<file path="src/stream_pkg.sv">
// ####################
// shared widths, constants and struct types of the streaming memory subsystem
// import with stream_pkg::* inside a module body
// ####################
package stream_pkg;

  localparam int unsigned ADDR_W      = 12;    // byte address
  localparam int unsigned WORD_W      = 32;
  localparam int unsigned MEM_WORDS   = 1024;
  localparam int unsigned MEM_AW      = $clog2(MEM_WORDS);  // word address
  localparam int unsigned MEM_LAT     = 1;     // read latency in cycles, 2 works too
  localparam int unsigned OUT_CREDITS = 4;
  localparam int unsigned CRED_W      = $clog2(OUT_CREDITS + 1);
  localparam int unsigned SINK_DEPTH  = 4;     // also the producer's initial credits
  localparam int unsigned CNT_W       = 8;

  typedef struct packed {
    logic [ADDR_W-1:0] base;
    logic [ADDR_W-1:0] stride;
    logic [CNT_W-1:0]  count;
  } job_t;

  typedef struct packed {
    logic              req;
    logic              we;
    logic [MEM_AW-1:0] addr;
    logic [WORD_W-1:0] wdata;
  } mem_req_t;

  // lower word from addr, upper word from addr+1
  typedef struct packed {
    logic                rvalid;
    logic [2*WORD_W-1:0] rdata;
  } mem_rsp_t;

  typedef struct packed {
    logic              valid;
    logic [WORD_W-1:0] data;
  } stream_beat_t;

  typedef logic [1:0] offset_t;

  typedef enum logic [1:0] {IDLE, WORKING, DRAIN} streamer_state_t;

endpackage

</file>
<file path="src/credit_fifo.sv">
// ####################
// small circular FIFO, payload type set by parameter
// the caller's credits keep it from overflowing
// ####################
`timescale 1ns/1ps

module credit_fifo #(
  parameter type         T     = logic,
  parameter int unsigned DEPTH = 4
) (
  input  logic clk_i,
  input  logic rst_ni,
  input  logic push_i,
  input  T     data_i,
  input  logic pop_i,
  output T     data_o,
  output logic empty_o
);

  localparam int unsigned PTR_W  = (DEPTH > 1) ? $clog2(DEPTH) : 1;
  localparam int unsigned FILL_W = $clog2(DEPTH + 1);

  T                  mem_q [DEPTH];
  logic [PTR_W-1:0]  wr_ptr_q, rd_ptr_q;
  logic [FILL_W-1:0] fill_q;

  assign data_o  = mem_q[rd_ptr_q];   // head is visible without a pop
  assign empty_o = (fill_q == '0);

  always_ff @(posedge clk_i) begin
    if (push_i) begin
      mem_q[wr_ptr_q] <= data_i;
    end
  end

  always_ff @(posedge clk_i or negedge rst_ni) begin
    if (!rst_ni) begin
      wr_ptr_q <= '0;
      rd_ptr_q <= '0;
      fill_q   <= '0;
    end else begin
      if (push_i) begin
        wr_ptr_q <= (wr_ptr_q == PTR_W'(DEPTH - 1)) ? '0 : wr_ptr_q + 1'b1;
      end
      if (pop_i) begin
        rd_ptr_q <= (rd_ptr_q == PTR_W'(DEPTH - 1)) ? '0 : rd_ptr_q + 1'b1;
      end
      fill_q <= fill_q + FILL_W'(push_i) - FILL_W'(pop_i);
    end
  end

endmodule

</file>
<file path="src/addr_gen.sv">
// ####################
// linear byte address generator, base + n*stride for count addresses
// ####################
`timescale 1ns/1ps

module addr_gen (
  input  logic                      clk_i,
  input  logic                      rst_ni,
  input  logic                      load_i,
  input  stream_pkg::job_t          job_i,
  input  logic                      step_i,
  output logic [stream_pkg::ADDR_W-1:0] addr_o,
  output logic                      last_o
);

  import stream_pkg::*;

  logic [ADDR_W-1:0] addr_q;
  logic [ADDR_W-1:0] stride_q;
  logic [CNT_W-1:0]  remain_q;   // addresses left, current one included

  assign addr_o = addr_q;
  assign last_o = (remain_q == CNT_W'(1));

  always_ff @(posedge clk_i or negedge rst_ni) begin
    if (!rst_ni) begin
      addr_q   <= '0;
      stride_q <= '0;
      remain_q <= '0;
    end else if (load_i) begin
      addr_q   <= job_i.base;
      stride_q <= job_i.stride;
      remain_q <= job_i.count;
    end else if (step_i) begin
      addr_q   <= addr_q + stride_q;   // wraps at the top of the byte space
      remain_q <= remain_q - 1'b1;
    end
  end

endmodule

</file>
<file path="src/stream_source.sv">
// ####################
// read streamer, issues word reads under output credits and realigns
// the two-word response so each beat starts at the requested byte
// ####################
`timescale 1ns/1ps

module stream_source (
  input  logic                     clk_i,
  input  logic                     rst_ni,
  input  logic                     start_i,
  input  stream_pkg::job_t         job_i,
  output logic                     busy_o,
  output logic                     done_o,
  output stream_pkg::mem_req_t     req_o,
  input  logic                     gnt_i,
  input  stream_pkg::mem_rsp_t     rsp_i,
  output stream_pkg::stream_beat_t out_o,
  input  logic                     credit_i
);

  import stream_pkg::*;

  streamer_state_t   cs_q, ns;
  logic [CRED_W-1:0] credit_q;
  logic [CNT_W-1:0]  beat_cnt_q;
  logic [CNT_W-1:0]  job_cnt_q;     // count of the running job
  logic [ADDR_W-1:0] gen_addr;
  logic              gen_last;
  logic              gen_load;
  logic              rd_gnt;
  offset_t           off_head;
  logic              off_empty;

  addr_gen addr_gen_inst (
    .clk_i  ( clk_i    ),
    .rst_ni ( rst_ni   ),
    .load_i ( gen_load ),
    .job_i  ( job_i    ),
    .step_i ( rd_gnt   ),
    .addr_o ( gen_addr ),
    .last_o ( gen_last )
  );

  // byte offsets of reads in flight, popped as data returns
  credit_fifo #(
    .T     ( offset_t    ),
    .DEPTH ( OUT_CREDITS )
  ) off_fifo_inst (
    .clk_i   ( clk_i          ),
    .rst_ni  ( rst_ni         ),
    .push_i  ( rd_gnt         ),
    .data_i  ( gen_addr[1:0]  ),
    .pop_i   ( rsp_i.rvalid   ),
    .data_o  ( off_head       ),
    .empty_o ( off_empty      )
  );

  assign req_o.req   = (cs_q == WORKING) && (credit_q != '0);  // no read without a credit
  assign req_o.we    = 1'b0;
  assign req_o.addr  = gen_addr[ADDR_W-1:2];
  assign req_o.wdata = '0;
  assign rd_gnt      = req_o.req & gnt_i;

  assign out_o.valid = rsp_i.rvalid;
  always_comb begin
    case (off_head)
      2'd0:    out_o.data = rsp_i.rdata[31:0];
      2'd1:    out_o.data = rsp_i.rdata[39:8];
      2'd2:    out_o.data = rsp_i.rdata[47:16];
      default: out_o.data = rsp_i.rdata[55:24];
    endcase
  end

  always_comb begin
    ns       = cs_q;
    gen_load = 1'b0;
    done_o   = 1'b0;
    case (cs_q)
      IDLE: begin
        if (start_i) begin
          ns       = WORKING;
          gen_load = 1'b1;
        end
      end
      WORKING: if (rd_gnt && gen_last) ns = DRAIN;
      default: begin
        // all beats out and nothing left in flight
        if ((beat_cnt_q == job_cnt_q) && off_empty) begin
          ns     = IDLE;
          done_o = 1'b1;
        end
      end
    endcase
  end

  assign busy_o = (cs_q != IDLE);

  always_ff @(posedge clk_i or negedge rst_ni) begin
    if (!rst_ni) begin
      cs_q       <= IDLE;
      credit_q   <= CRED_W'(OUT_CREDITS);
      beat_cnt_q <= '0;
      job_cnt_q  <= '0;
    end else begin
      cs_q     <= ns;
      credit_q <= credit_q + CRED_W'(credit_i) - CRED_W'(rd_gnt);
      if (gen_load) begin
        beat_cnt_q <= '0;
        job_cnt_q  <= job_i.count;
      end else if (rsp_i.rvalid) begin
        beat_cnt_q <= beat_cnt_q + 1'b1;
      end
    end
  end

endmodule

</file>
<file path="config.mk">
export PLATFORM = sky130hd
export DESIGN_NAME = stream_source
export DESIGN_NICKNAME = d
export VERILOG_FILES = /design/src/stream_pkg.sv /design/src/credit_fifo.sv /design/src/addr_gen.sv /design/src/stream_source.sv
export SDC_FILE = /design/constraint.sdc
export NUM_CORES = 1
export LEC_CHECK = 0
export ABC_AREA = 1
export BUFFER_PORTS_ARGS = -buffer_cell sky130_fd_sc_hd__buf_4
export CAP_MARGIN = 15
export CORE_MARGIN = 2
export CORE_UTILIZATION = 49
export DETAILED_ROUTE_END_ITERATION = 10
export PLACE_DENSITY = 0.84
export SLEW_MARGIN = 20
export SYNTH_ARGS = -nofsm -noshare
export SYNTH_HDL_FRONTEND = slang
export SYNTH_SLANG_ARGS = --single-unit
export TNS_END_PERCENT = 30
</file>
<file path="constraint.sdc">
create_clock -name clk_i -period 3.5 [get_ports clk_i]
set_clock_uncertainty 0.2 [all_clocks]
set_input_delay 0.525 -clock clk_i [delete_from_list [all_inputs] [get_ports clk_i]]
set_output_delay 0.525 -clock clk_i [all_outputs]
set_load 0.01 [all_outputs]
</file>
==> results.toml, run 1 <==
[setup_path]
cp_slowest_cell = "buf_4"
reg2reg_from = "credit_q[1]"
crit_top_cell = "buf_4"
path_max_fanout = 64
arrival_ns = 2.17
cp_num_cells = 8
max_stage_delay_ns = 0.50
r2r_slack_ns = 1.10
reg2reg_depth = 9
crit_buf_inv = 3
required_ns = 2.77
crit_family = "buffers and inverters"
critPathKind = "flip-flop to output pin"
endpoint_kind = "output pin"
startpoint_type = "flip-flop"
crit_path_end = "out_o[12]"
r2r-end = "credit_q[2]"
crit_start = "off_fifo_inst.rd_ptr_q[0]"
crit_chain = "inv_2 -> nand2_1 -> nand3_2 -> nand2_4 -> buf_4 -> nand3_1 -> nand4_1 -> buf_4"

[placed_design]
gp_congestion = 0.880
numPortBuffers = 139
dp_hpwl_mm = 9.52
dpl_worst_slack_ns = 0.998

[cells_and_area]
antenna_cells = 0
drive_gt1_share_pct = 21.3
area_growth_pct = 17.7
fin_nets = 971
final_common_cell = "nand2_1"
final_cell_mix = "nand2_1, buf_4, nand3_1, inv_1, dfrtp_1"

[detailed_routing]
drt.antenna.violating_nets = 0
drc_errors = 0
route.detailed.wl_per_inst_um = 13.0
via_per_inst = 5.11
drtPass1Iterations = 5
vias = 5053
routed_wl_mm = 12.9
drt-initial-drc-count = 456

[die]
die_area_sq_um = 11700
top_level_ports = 181
num_rows = 38
die_x_um = 108
start_util_pct = 49.6
core_sq_um = 10700
die_h_um = 108

[clock_tree]
cts_max_level = 3
clock_sinks = 68
clockBufferDepth = 2
post_cts_resized = 0
cts_setup_buffers = 0
numCtsBuffers = 9
clk_latency_ns = 0.35
hold_buffers = 0
root_buffer = "clkbuf_8"
path_clk_slew_ns = 0.08
cts_tree = "done"

[sta]
rsz0062_at_grt = "no"
fin_tns_setup_ns = 0
max_slew.worst_pin.slew_ns = 0.739
min_period_ns = 2.89
slew-limit-headroom_pct = 50.8
max_freq_ghz = 0.346
timing.final.ws_setup_ns = 0.606
report.final.slew_viol_count = 0
fin_crit_sh_pct = 82.7
final_hold_viol_count = 0
setup_viol = 0

[global_routing]
antenna_found_initial = 0
overflow = 0
grt_max_degree = 65
grt_pass1_wl_mm = 20.1
grt_pass1_vias = 4398
grtUsageTotal_pct = 21.6

[yosys]
synth.cell_area_sq_um = 5330
postSynth.asyncResetShare_pct = 88.2
yosys_warnings = 0
synth_top_cell_by_area = "dfrtp_1"
synth-seq-cells = 68
synth-compound-area-share_pct = 5.68
syn_area_per_cell_sq_um = 7.25
synth-edff-count = 8
synth_simple_gate_area_share_pct = 36.5
synthAdderAreaFrac_pct = 6.52
synthTopCellsByArea = "dfrtp_1, nand2_1, nand3_1, buf_4, ha_1"
postSynthCellCount = 736
synth.mux.area_fraction_pct = 0
yosysSeqAreaShare_pct = 32.7
synth_top_family_by_area = "simple AND/OR/NAND/NOR gates"
yosys.cell_types.count = 36
synth_ff_type = "dfrtp_1"
synth.top_cell.area_share_pct = 27.7
synth_xor_area_share_pct = 1.97

[pwr]
p_sw_mw = 2.57
peakVddDrop_mv = 0.462
total_power_mw = 5.45
p_comb_share_pct = 61.7
p_int_mw = 2.88
powerDensity_nw_per_um2 = 868
p_sw_share_pct = 47.2
leakagePower_nw = 3.27
clockPowerShare_pct = 11.9
seq_power_share_pct = 26.4

[outcome]
status = "completed"

[job]
max_cap_viol_count = 0

[hold_path]
hold_class = "input port to async pin"
[synth_stat cells (2+ instances only)]
master,number
a31oi_1,7
edfxtp_1,8
nor3b_1,2
a21oi_1,9
fa_1,3
nand4_1,40
nand2_1,191
inv_1,63
buf_12,2
dfrtp_1,59
xnor2_1,8
ha_1,23
xor2_1,4
buf_6,14
buf_2,17
nor3_1,5
inv_2,6
nand2_4,4
o21ai_0,26
nand3_2,4
or2_2,3
o21ai_1,6
nor2_1,52
nand3_1,122
o211ai_1,3
buf_4,45
[per-layer routing]
metal,GRT usage (%),share of wire [%]
met5,0,0
met4,6.78,2.0
met3,4.58,8.0
met2,38.9,49
met1,25.6,41
[registers in the layout, indices dropped and copies added, names as in the netlist]
| signal | count |
|---|---|
| addr_gen_inst.addr_o | 12 |
| addr_gen_inst.remain_q | 8 |
| addr_gen_inst.stride_q | 12 |
| beat_cnt_q | 8 |
| credit_q | 3 |
| cs_q | 2 |
| job_cnt_q | 8 |
| off_fifo_inst.fill_q | 3 |
| off_fifo_inst.mem_q | 8 |
| off_fifo_inst.rd_ptr_q | 2 |
| off_fifo_inst.wr_ptr_q | 2 |
[through the flow]
step / instance area [sq um] / hold slack (ns) / utilization, % / std cells
after floorplan: 5450 / 0.0294 / - / 768
after global placement: 6080 / 0.266 / 56.6 / 972
after detailed placement: 6080 / 0.276 / 56.6 / 972
after CTS: 6280 / 0.0638 / 58.4 / 988
after global routing: 6280 / 0.0985 / 58.4 / 988
final: 6280 / 0.0277 / 58.4 / 988
[worst register-to-register path, stage by stage (launching register included)]
cell	delay, ns
dfrtp_1	0.41
nor2_1	0.20
a21oi_4	0.09
nand2_4	0.15
inv_1	0.16
ha_1	0.32
inv_1	0.04
ha_1	0.19
fa_1	0.38
xor2_1	0.19
[power groups by stage]
stage	Combinational, mW	Sequential [mW]	Clock, mW
2_1_floorplan	2.63	1.37	0
5_1_grt	3.78	1.49	0.695
6_report	3.36	1.44	0.651
3_5_place_dp	3.36	1.45	0
3_3_place_gp	3.29	1.44	0
4_1_cts	3.37	1.44	0.662
[kinds of logic (layout without fill, tap and decap cells)]
kind of cell	after synthesis	in the layout
adder cells (fa/ha/maj)	26	26
AO/OA/AOI/OAI	54	54
other	1	33
AND/OR/NAND/NOR	427	427
XOR/XNOR	12	12
flip-flops	68	68
buffers and inverters	148	228
[worst min-delay path by stage]
stage	cells after the start	end	slack (ns)	start
3_5_place_dp	2	addr_gen_inst.stride_q[0]	0.28	addr_gen_inst.stride_q[0]
2_1_floorplan	0	addr_gen_inst.addr_o[0]	0.03	rst_ni
6_report	1	addr_gen_inst.stride_q[7]	0.03	rst_ni
4_1_cts	1	addr_gen_inst.stride_q[8]	0.06	rst_ni
3_3_place_gp	2	job_cnt_q[2]	0.27	job_cnt_q[2]
5_1_grt	1	addr_gen_inst.stride_q[11]	0.1	rst_ni
[area by class of cell]
| class | instances | area (sq um) |
|---|---|---|
| Fill cell | 1010 | 4470 |
| Inverter | 69 | 259 |
| Timing Repair Buffer | 143 | 1070 |
| Clock inverter | 7 | 76.3 |
| Multi-Input combinational cell | 552 | 2830 |
| Sequential cell | 68 | 1740 |
| Tap cell | 140 | 175 |
| Clock buffer | 9 | 124 |
Note: power is estimated with default switching activity, not from simulation.
==> run 2, diff against run 1 <==
--- a/config.mk
+++ b/config.mk
@@ -9,7 +9,7 @@
 export BUFFER_PORTS_ARGS = -buffer_cell sky130_fd_sc_hd__buf_4
 export CAP_MARGIN = 15
 export CORE_MARGIN = 2
-export CORE_UTILIZATION = 49
+export CORE_UTILIZATION = 47
 export DETAILED_ROUTE_END_ITERATION = 10
 export PLACE_DENSITY = 0.84
 export SLEW_MARGIN = 20
==> constraint.sdc (replaced) <==
create_clock -name clk_i -period 2.51 [get_ports clk_i]
set_clock_uncertainty 0.2 [all_clocks]
set_input_delay 0.3765 -clock clk_i [delete_from_list [all_inputs] [get_ports clk_i]]
set_output_delay 0.3765 -clock clk_i [all_outputs]
set_load 0.01 [all_outputs]
==> run 2 against run 1 <==
  * Flip-flop and latch count stayed put
  * Sequential power rose by 40%
  * Total power rose by 51%
  * Final area up 3.7%
  * Setup slack lost 0.50 ns
  * Utilization increased by 1.1 points
  * Non-clock buffer count up 9
  * Clock power is 90% higher
  * First-iteration DRC count down 3.5%
  * Via count up 4.3%
  * Cell count rose by 0.91%
  * Critical path type unchanged
==> results.toml, run 2 (same netlist as run 1, synthesis figures left out) <==
[die]
die_h_um = 111
start_util_pct = 48.8
die_area_sq_um = 12200
num_rows = 38
core_sq_um = 10900
top_level_ports = 181
die_x_um = 111

[sta]
fin_tns_setup_ns = 0
report.final.slew_viol_count = 0
rsz0062_at_grt = "no"
slew-limit-headroom_pct = 49.0
setup_viol = 0
fin_crit_sh_pct = 95.7
min_period_ns = 2.40
hold_slack_ns = 0.0265
max_slew.worst_pin.slew_ns = 0.765
max_freq_ghz = 0.416
final_hold_viol_count = 0
timing.final.ws_setup_ns = 0.107

[detailed_routing]
drt-initial-drc-count = 440
drtPass1Iterations = 5
route.detailed.wl_per_inst_um = 13.6
drt.antenna.violating_nets = 0
routed_wl_mm = 13.6
via_per_inst = 5.29
drc_errors = 0
vias = 5270

[setup_path]
crit_family = "simple AND/OR/NAND/NOR gates"
startpoint_type = "flip-flop"
critPathKind = "flip-flop to output pin"
required_ns = 1.93
crit_chain = "inv_4 -> nand2_1 -> nand3_2 -> nand2_8 -> nor2_4 -> buf_12 -> nand2_1 -> nand4_1 -> buf_4"
reg2reg_depth = 10
cp_slowest_cell = "dfrtp_2"
arrival_ns = 1.83
r2r_slack_ns = 0.29
crit_buf_inv = 3
path_max_fanout = 15
reg2reg_from = "addr_gen_inst.addr_o[0]"
crit_top_cell = "nand2_1"
max_stage_delay_ns = 0.46
endpoint_kind = "output pin"
r2r-end = "addr_gen_inst.addr_o[6]"

[cells_and_area]
drive_gt1_share_pct = 21.9
fin_nets = 980
area_growth_pct = 22.1
antenna_cells = 0
final_cell_mix = "nand2_1, buf_4, nand3_1, inv_1, dfrtp_1"
final_common_cell = "nand2_1"

[pwr]
clockPowerShare_pct = 15.0
powerDensity_nw_per_um2 = 1270
p_sw_share_pct = 45.2
p_sw_mw = 3.73
leakagePower_nw = 3.38
p_comb_share_pct = 60.6
peakVddDrop_mv = 0.634
p_int_mw = 4.52
seq_power_share_pct = 24.4

[hold_path]
min_path_cells = 3
worstHoldStart = "job_i[14]"
hold_class = "input port to flip-flop"
hold-path-endpoint = "addr_gen_inst.stride_q[6]"

[clock_tree]
cts_tree = "done"
numCtsBuffers = 9
clockBufferDepth = 2
clk_latency_ns = 0.34
cts_max_level = 3
root_buffer = "clkbuf_16"
clock_sinks = 68
path_clk_slew_ns = 0.06

[placed_design]
dp_hpwl_mm = 9.91
dpl_worst_slack_ns = 0.226
gp_congestion = 0.910
numPortBuffers = 139

[global_routing]
grt_pass1_vias = 4819
grt_max_degree = 61
overflow = 0
antenna_found_initial = 0
grt_pass1_wl_mm = 22.3
grtUsageTotal_pct = 21.9

[outcome]
status = "completed"

[job]
max_cap_viol_count = 0
[run 2: changes by cell type in the layout (fill, tap and decap cells not counted), moves of 3 or more]
cell,before,now
clkbuf_16,0,10
clkbuf_8,9,0
inv_2,6,3
buf_4,143,146
[run 2: worst min-delay path, cell delays in order]
cell	delay, ns
buf_4	0.08
nand2_1	0.04
nand2_1	0.04
[run 2: timing repair]
item,CTS,global route
resized for setup,5,8
gates cloned,0,1
hold buffers,1,0
endpoints found under the setup margin,32,32
hold endpoints to repair,59,0
buffers inserted,1,0
pin swaps,1,2
[run 2: layout make-up]
class	instances	area, sq um
timing repair buffer	152	1200
clock buffer	11	233
inverter	69	272
tap	140	175
sequential	68	1740
clock inverter	5	53.8
fill	1011	4420
multi-input combinational	552	2840
[run 2: worst max path at each step]
stage                         startpoint          end  slack [ns]  depth (start not counted)
2_1_floorplan                credit_q[2]  credit_q[1]        0.35                          8
3_3_place_gp   off_fifo_inst.rd_ptr_q[0]    out_o[11]        0.25                          8
3_5_place_dp   off_fifo_inst.rd_ptr_q[0]    out_o[11]        0.23                          8
4_1_cts        off_fifo_inst.rd_ptr_q[0]    out_o[11]        0.02                          8
5_1_grt        off_fifo_inst.rd_ptr_q[0]    out_o[11]       0.001                          9
6_report       off_fifo_inst.rd_ptr_q[0]    out_o[12]        0.11                          9
[run 2: power by group through the flow]
stage / clock, mW / combinational (mW) / sequential, mW
after floorplan: 0 / 3.67 / 1.91
after global placement: 0 / 4.70 / 2.00
after detailed placement: 0 / 4.82 / 2.01
after CTS: 1.24 / 4.89 / 2.00
after global routing: 1.28 / 5.59 / 2.08
final: 1.24 / 5.00 / 2.01
[run 2: metrics by stage]
step           cell area (sq um)  instances  util [%]  total power [mW]
6_report                    6510        997      59.5              8.25
5_1_grt                     6510        997      59.5              8.95
4_1_cts                     6460        996      59.0              8.13
3_5_place_dp                6140        978      56.1              6.83
3_3_place_gp                6140        978      56.1              6.70
2_1_floorplan               5450        768         -              5.57
[run 2: layer usage]
metal  up-vias  track usage [%]  wire [um]
met4         0             7.92        269
met1      2429             27.5       5720
li1       2592                -          -
met2       226             37.9       6760
met5         -                0          0
met3        23             3.73        841
==> run 3, diff against run 2 <==
--- a/config.mk
+++ b/config.mk
@@ -5,13 +5,13 @@
 export SDC_FILE = /design/constraint.sdc
 export NUM_CORES = 1
 export LEC_CHECK = 0
-export ABC_AREA = 1
 export BUFFER_PORTS_ARGS = -buffer_cell sky130_fd_sc_hd__buf_4
 export CAP_MARGIN = 15
 export CORE_MARGIN = 2
-export CORE_UTILIZATION = 47
+export CORE_UTILIZATION = 45
 export DETAILED_ROUTE_END_ITERATION = 10
-export PLACE_DENSITY = 0.84
+export PLACE_DENSITY = 0.83
+export SETUP_SLACK_MARGIN = 0.3
 export SLEW_MARGIN = 20
 export SYNTH_ARGS = -nofsm -noshare
 export SYNTH_HDL_FRONTEND = slang
==> run 3 against run 2 <==
  * The run now ends with negative setup slack left
  * Sequential power fell by 27%
  * Synthesized cell count down 32%
  * Routed wire length is 5.2% lower
  * Via count shrank 23%
  * Setup slack worse by 0.34 ns
  * Cell count decreased by 23%
  * Critical endpoint is now out_o[26]
  * Largest cell class unchanged
==> results.toml, run 3 <==
[pwr]
total_power_mw = 5.44
powerDensity_nw_per_um2 = 836
leakagePower_nw = 3.16
peakVddDrop_mv = 0.555

[sta]
max_freq_ghz = 0.364
hold_slack_ns = 0.0122
fin_tns_setup_ns = -5.65
max_slew.worst_pin.slew_ns = 0.757
min_period_ns = 2.75
fin_crit_sh_pct = 109
final_hold_viol_count = 0
rsz0062_at_grt = "yes"
report.final.slew_viol_count = 0
setup_viol = 32
slew-limit-headroom_pct = 49.5
timing.final.ws_setup_ns = -0.237

[clock_tree]
path_clk_slew_ns = 0.08
numCtsBuffers = 9
clock_sinks = 68
clk_latency_ns = 0.36
cts_max_level = 3
clockBufferDepth = 2
root_buffer = "clkbuf_8"
cts_tree = "done"

[yosys]
yosys_warnings = 0
synth-seq-cells = 68
syn_area_per_cell_sq_um = 9.53
postSynth.asyncResetShare_pct = 88.2
synthTopCellsByArea = "dfrtp_1, buf_4, mux2i_1, nand2_1, ha_1"
synth-edff-count = 8
synth_top_cell_by_area = "dfrtp_1"
postSynthCellCount = 498
yosysSeqAreaShare_pct = 36.7
synth_ff_type = "dfrtp_1"
yosys.cell_types.count = 48
synth.cell_area_sq_um = 4750
synth_most_common_cell = "nand2_1"
synthTopCellsByCount = "nand2_1, dfrtp_1, buf_4"
synth.top_cell.area_share_pct = 31.1

[detailed_routing]
drt.antenna.violating_nets = 0
routed_wl_mm = 12.9
drt-initial-drc-count = 204
vias = 4083
top_layer_used = "met4"
drtPass1Iterations = 5
routed-wl-met2_mm = 6.83
route.detailed.wl_per_inst_um = 16.7
via_per_inst = 5.29
wl_met1_mm = 4.91
met3_length_um = 818
drc_errors = 0

[die]
die_x_um = 107
die_area_sq_um = 11400
num_rows = 37
start_util_pct = 46.2
core_sq_um = 10300
die_h_um = 107
top_level_ports = 181

[hold_path]
hold_class = "input port to flip-flop"

[placed_design]
dp_hpwl_mm = 8.79
numPortBuffers = 139
dpl_worst_slack_ns = 0.0706
placed_area_sq_um = 5720
gp_congestion = 0.820

[outcome]
violations = "negative setup slack"
status = "finished with violations"

[global_routing]
antenna_found_initial = 0
grt_pass1_wl_mm = 18.8
overflow = 0
grt_max_degree = 61
grt_pass1_vias = 3908
grtUsageTotal_pct = 20.8

[job]
max_cap_viol_count = 0

[setup_path]
arrival_ns = 2.17
path_max_fanout = 13
required_ns = 1.93
cp_slowest_cell = "mux4_2"
crit_chain = "mux4_2 -> buf_6 -> buf_16 -> mux2i_2 -> mux2i_1 -> buf_4"
endpoint_kind = "output pin"
crit_buf_inv = 3
crit_family = "multiplexers"
max_stage_delay_ns = 0.60
startpoint_type = "flip-flop"
critPathKind = "flip-flop to output pin"

[cells_and_area]
drive_gt1_share_pct = 37.7
fin_nets = 759
fillCellCount = 812
multi_input_area_sq_um = 2890
final-seq-area_sq_um = 1750
antenna_cells = 0
area_growth_pct = 37.1
final_common_cell = "buf_4"
final_cell_mix = "buf_4, nand2_1, dfrtp_1, a21oi_1, conb_1"
fin_area_sq_um = 6510
## run 3: cell types whose count changed after synthesis, moves of 12 or more
cell,change
nand3_1,-117
nand2_1,-111
inv_1,-45
nand4_1,-36
mux2i_1,+30
nor2_1,-30
a21oi_1,+27
nor2b_1,+16
a211oi_1,+14
xnor2_1,+13
mux4_2,+12
## run 3: final cells by class
cell class,count,share of cell area [%]
inverters,19,1.21
multi-input cells,377,44.5
clock buffers,11,2.67
flip-flops and latches,68,26.9
clock inverters,5,1.33
repair buffers,156,20.8
well taps,136,2.62
## run 3: metal layers
metal	up-vias	track usage, %
met4	0	6.22
met1	1962	23.5
met5	-	0
met3	25	4.44
met2	185	39.3
li1	1911	-
## run 3: logic make-up (layout without fill, tap and decap cells)
kind of cell	count (synthesis)	count (layout)	share of synthesized area [%]
muxes	45	45	13.1
buffers and inverters	85	191	10.9
AOI/OAI and AO/OA	82	82	10.0
xor gates and xnor gates	35	35	6.46
DFF	68	68	36.7
and+or+nand+nor	156	156	15.4
other	1	33	0.0790
adders and majority gates	26	26	7.33
## run 3: final timing paths
kind	startpoint	endpoint	slack, ns	depth (start not counted)
min	job_i[19]	addr_gen_inst.stride_q[11]	0.01	3
max reg2reg	credit_q[1]	credit_q[2]	0.29	8
max	off_fifo_inst.rd_ptr_q[0]	out_o[26]	-0.24	6
max in group asynchronous	rst_ni	beat_cnt_q[0]	1.14	2
min reg2reg	addr_gen_inst.stride_q[3]	addr_gen_inst.stride_q[3]	0.29	2
min in group asynchronous	rst_ni	addr_gen_inst.addr_o[11]	0.43	2
## run 3: power breakdown
group | switching (mW) | internal [mW]
sequential | 0.189 | 1.28
combinational | 1.28 | 1.54
clock | 0.455 | 0.687
## run 3: repair_timing
action | 4_1_cts | 5_1_grt
hold endpoints to repair | 59 | 0
hold buffers | 1 | 0
buffers inserted | 1 | 2
pin swaps | 7 | 20
gates resized for setup | 30 | 58
gates cloned | 2 | 4
setup endpoints to repair | 41 | 42
## run 3: tightest hold or removal path, stage by stage
cell and delay, ns:
buf_4 0.08, nand2_1 0.04, nand2_1 0.05
## run 3: metrics by stage
stage | cells | utilization [%]
floorplan | 530 | -
global placement | 746 | 55.6
detailed placement | 746 | 55.6
CTS | 766 | 60.2
global route | 772 | 63.3
finish | 772 | 63.3
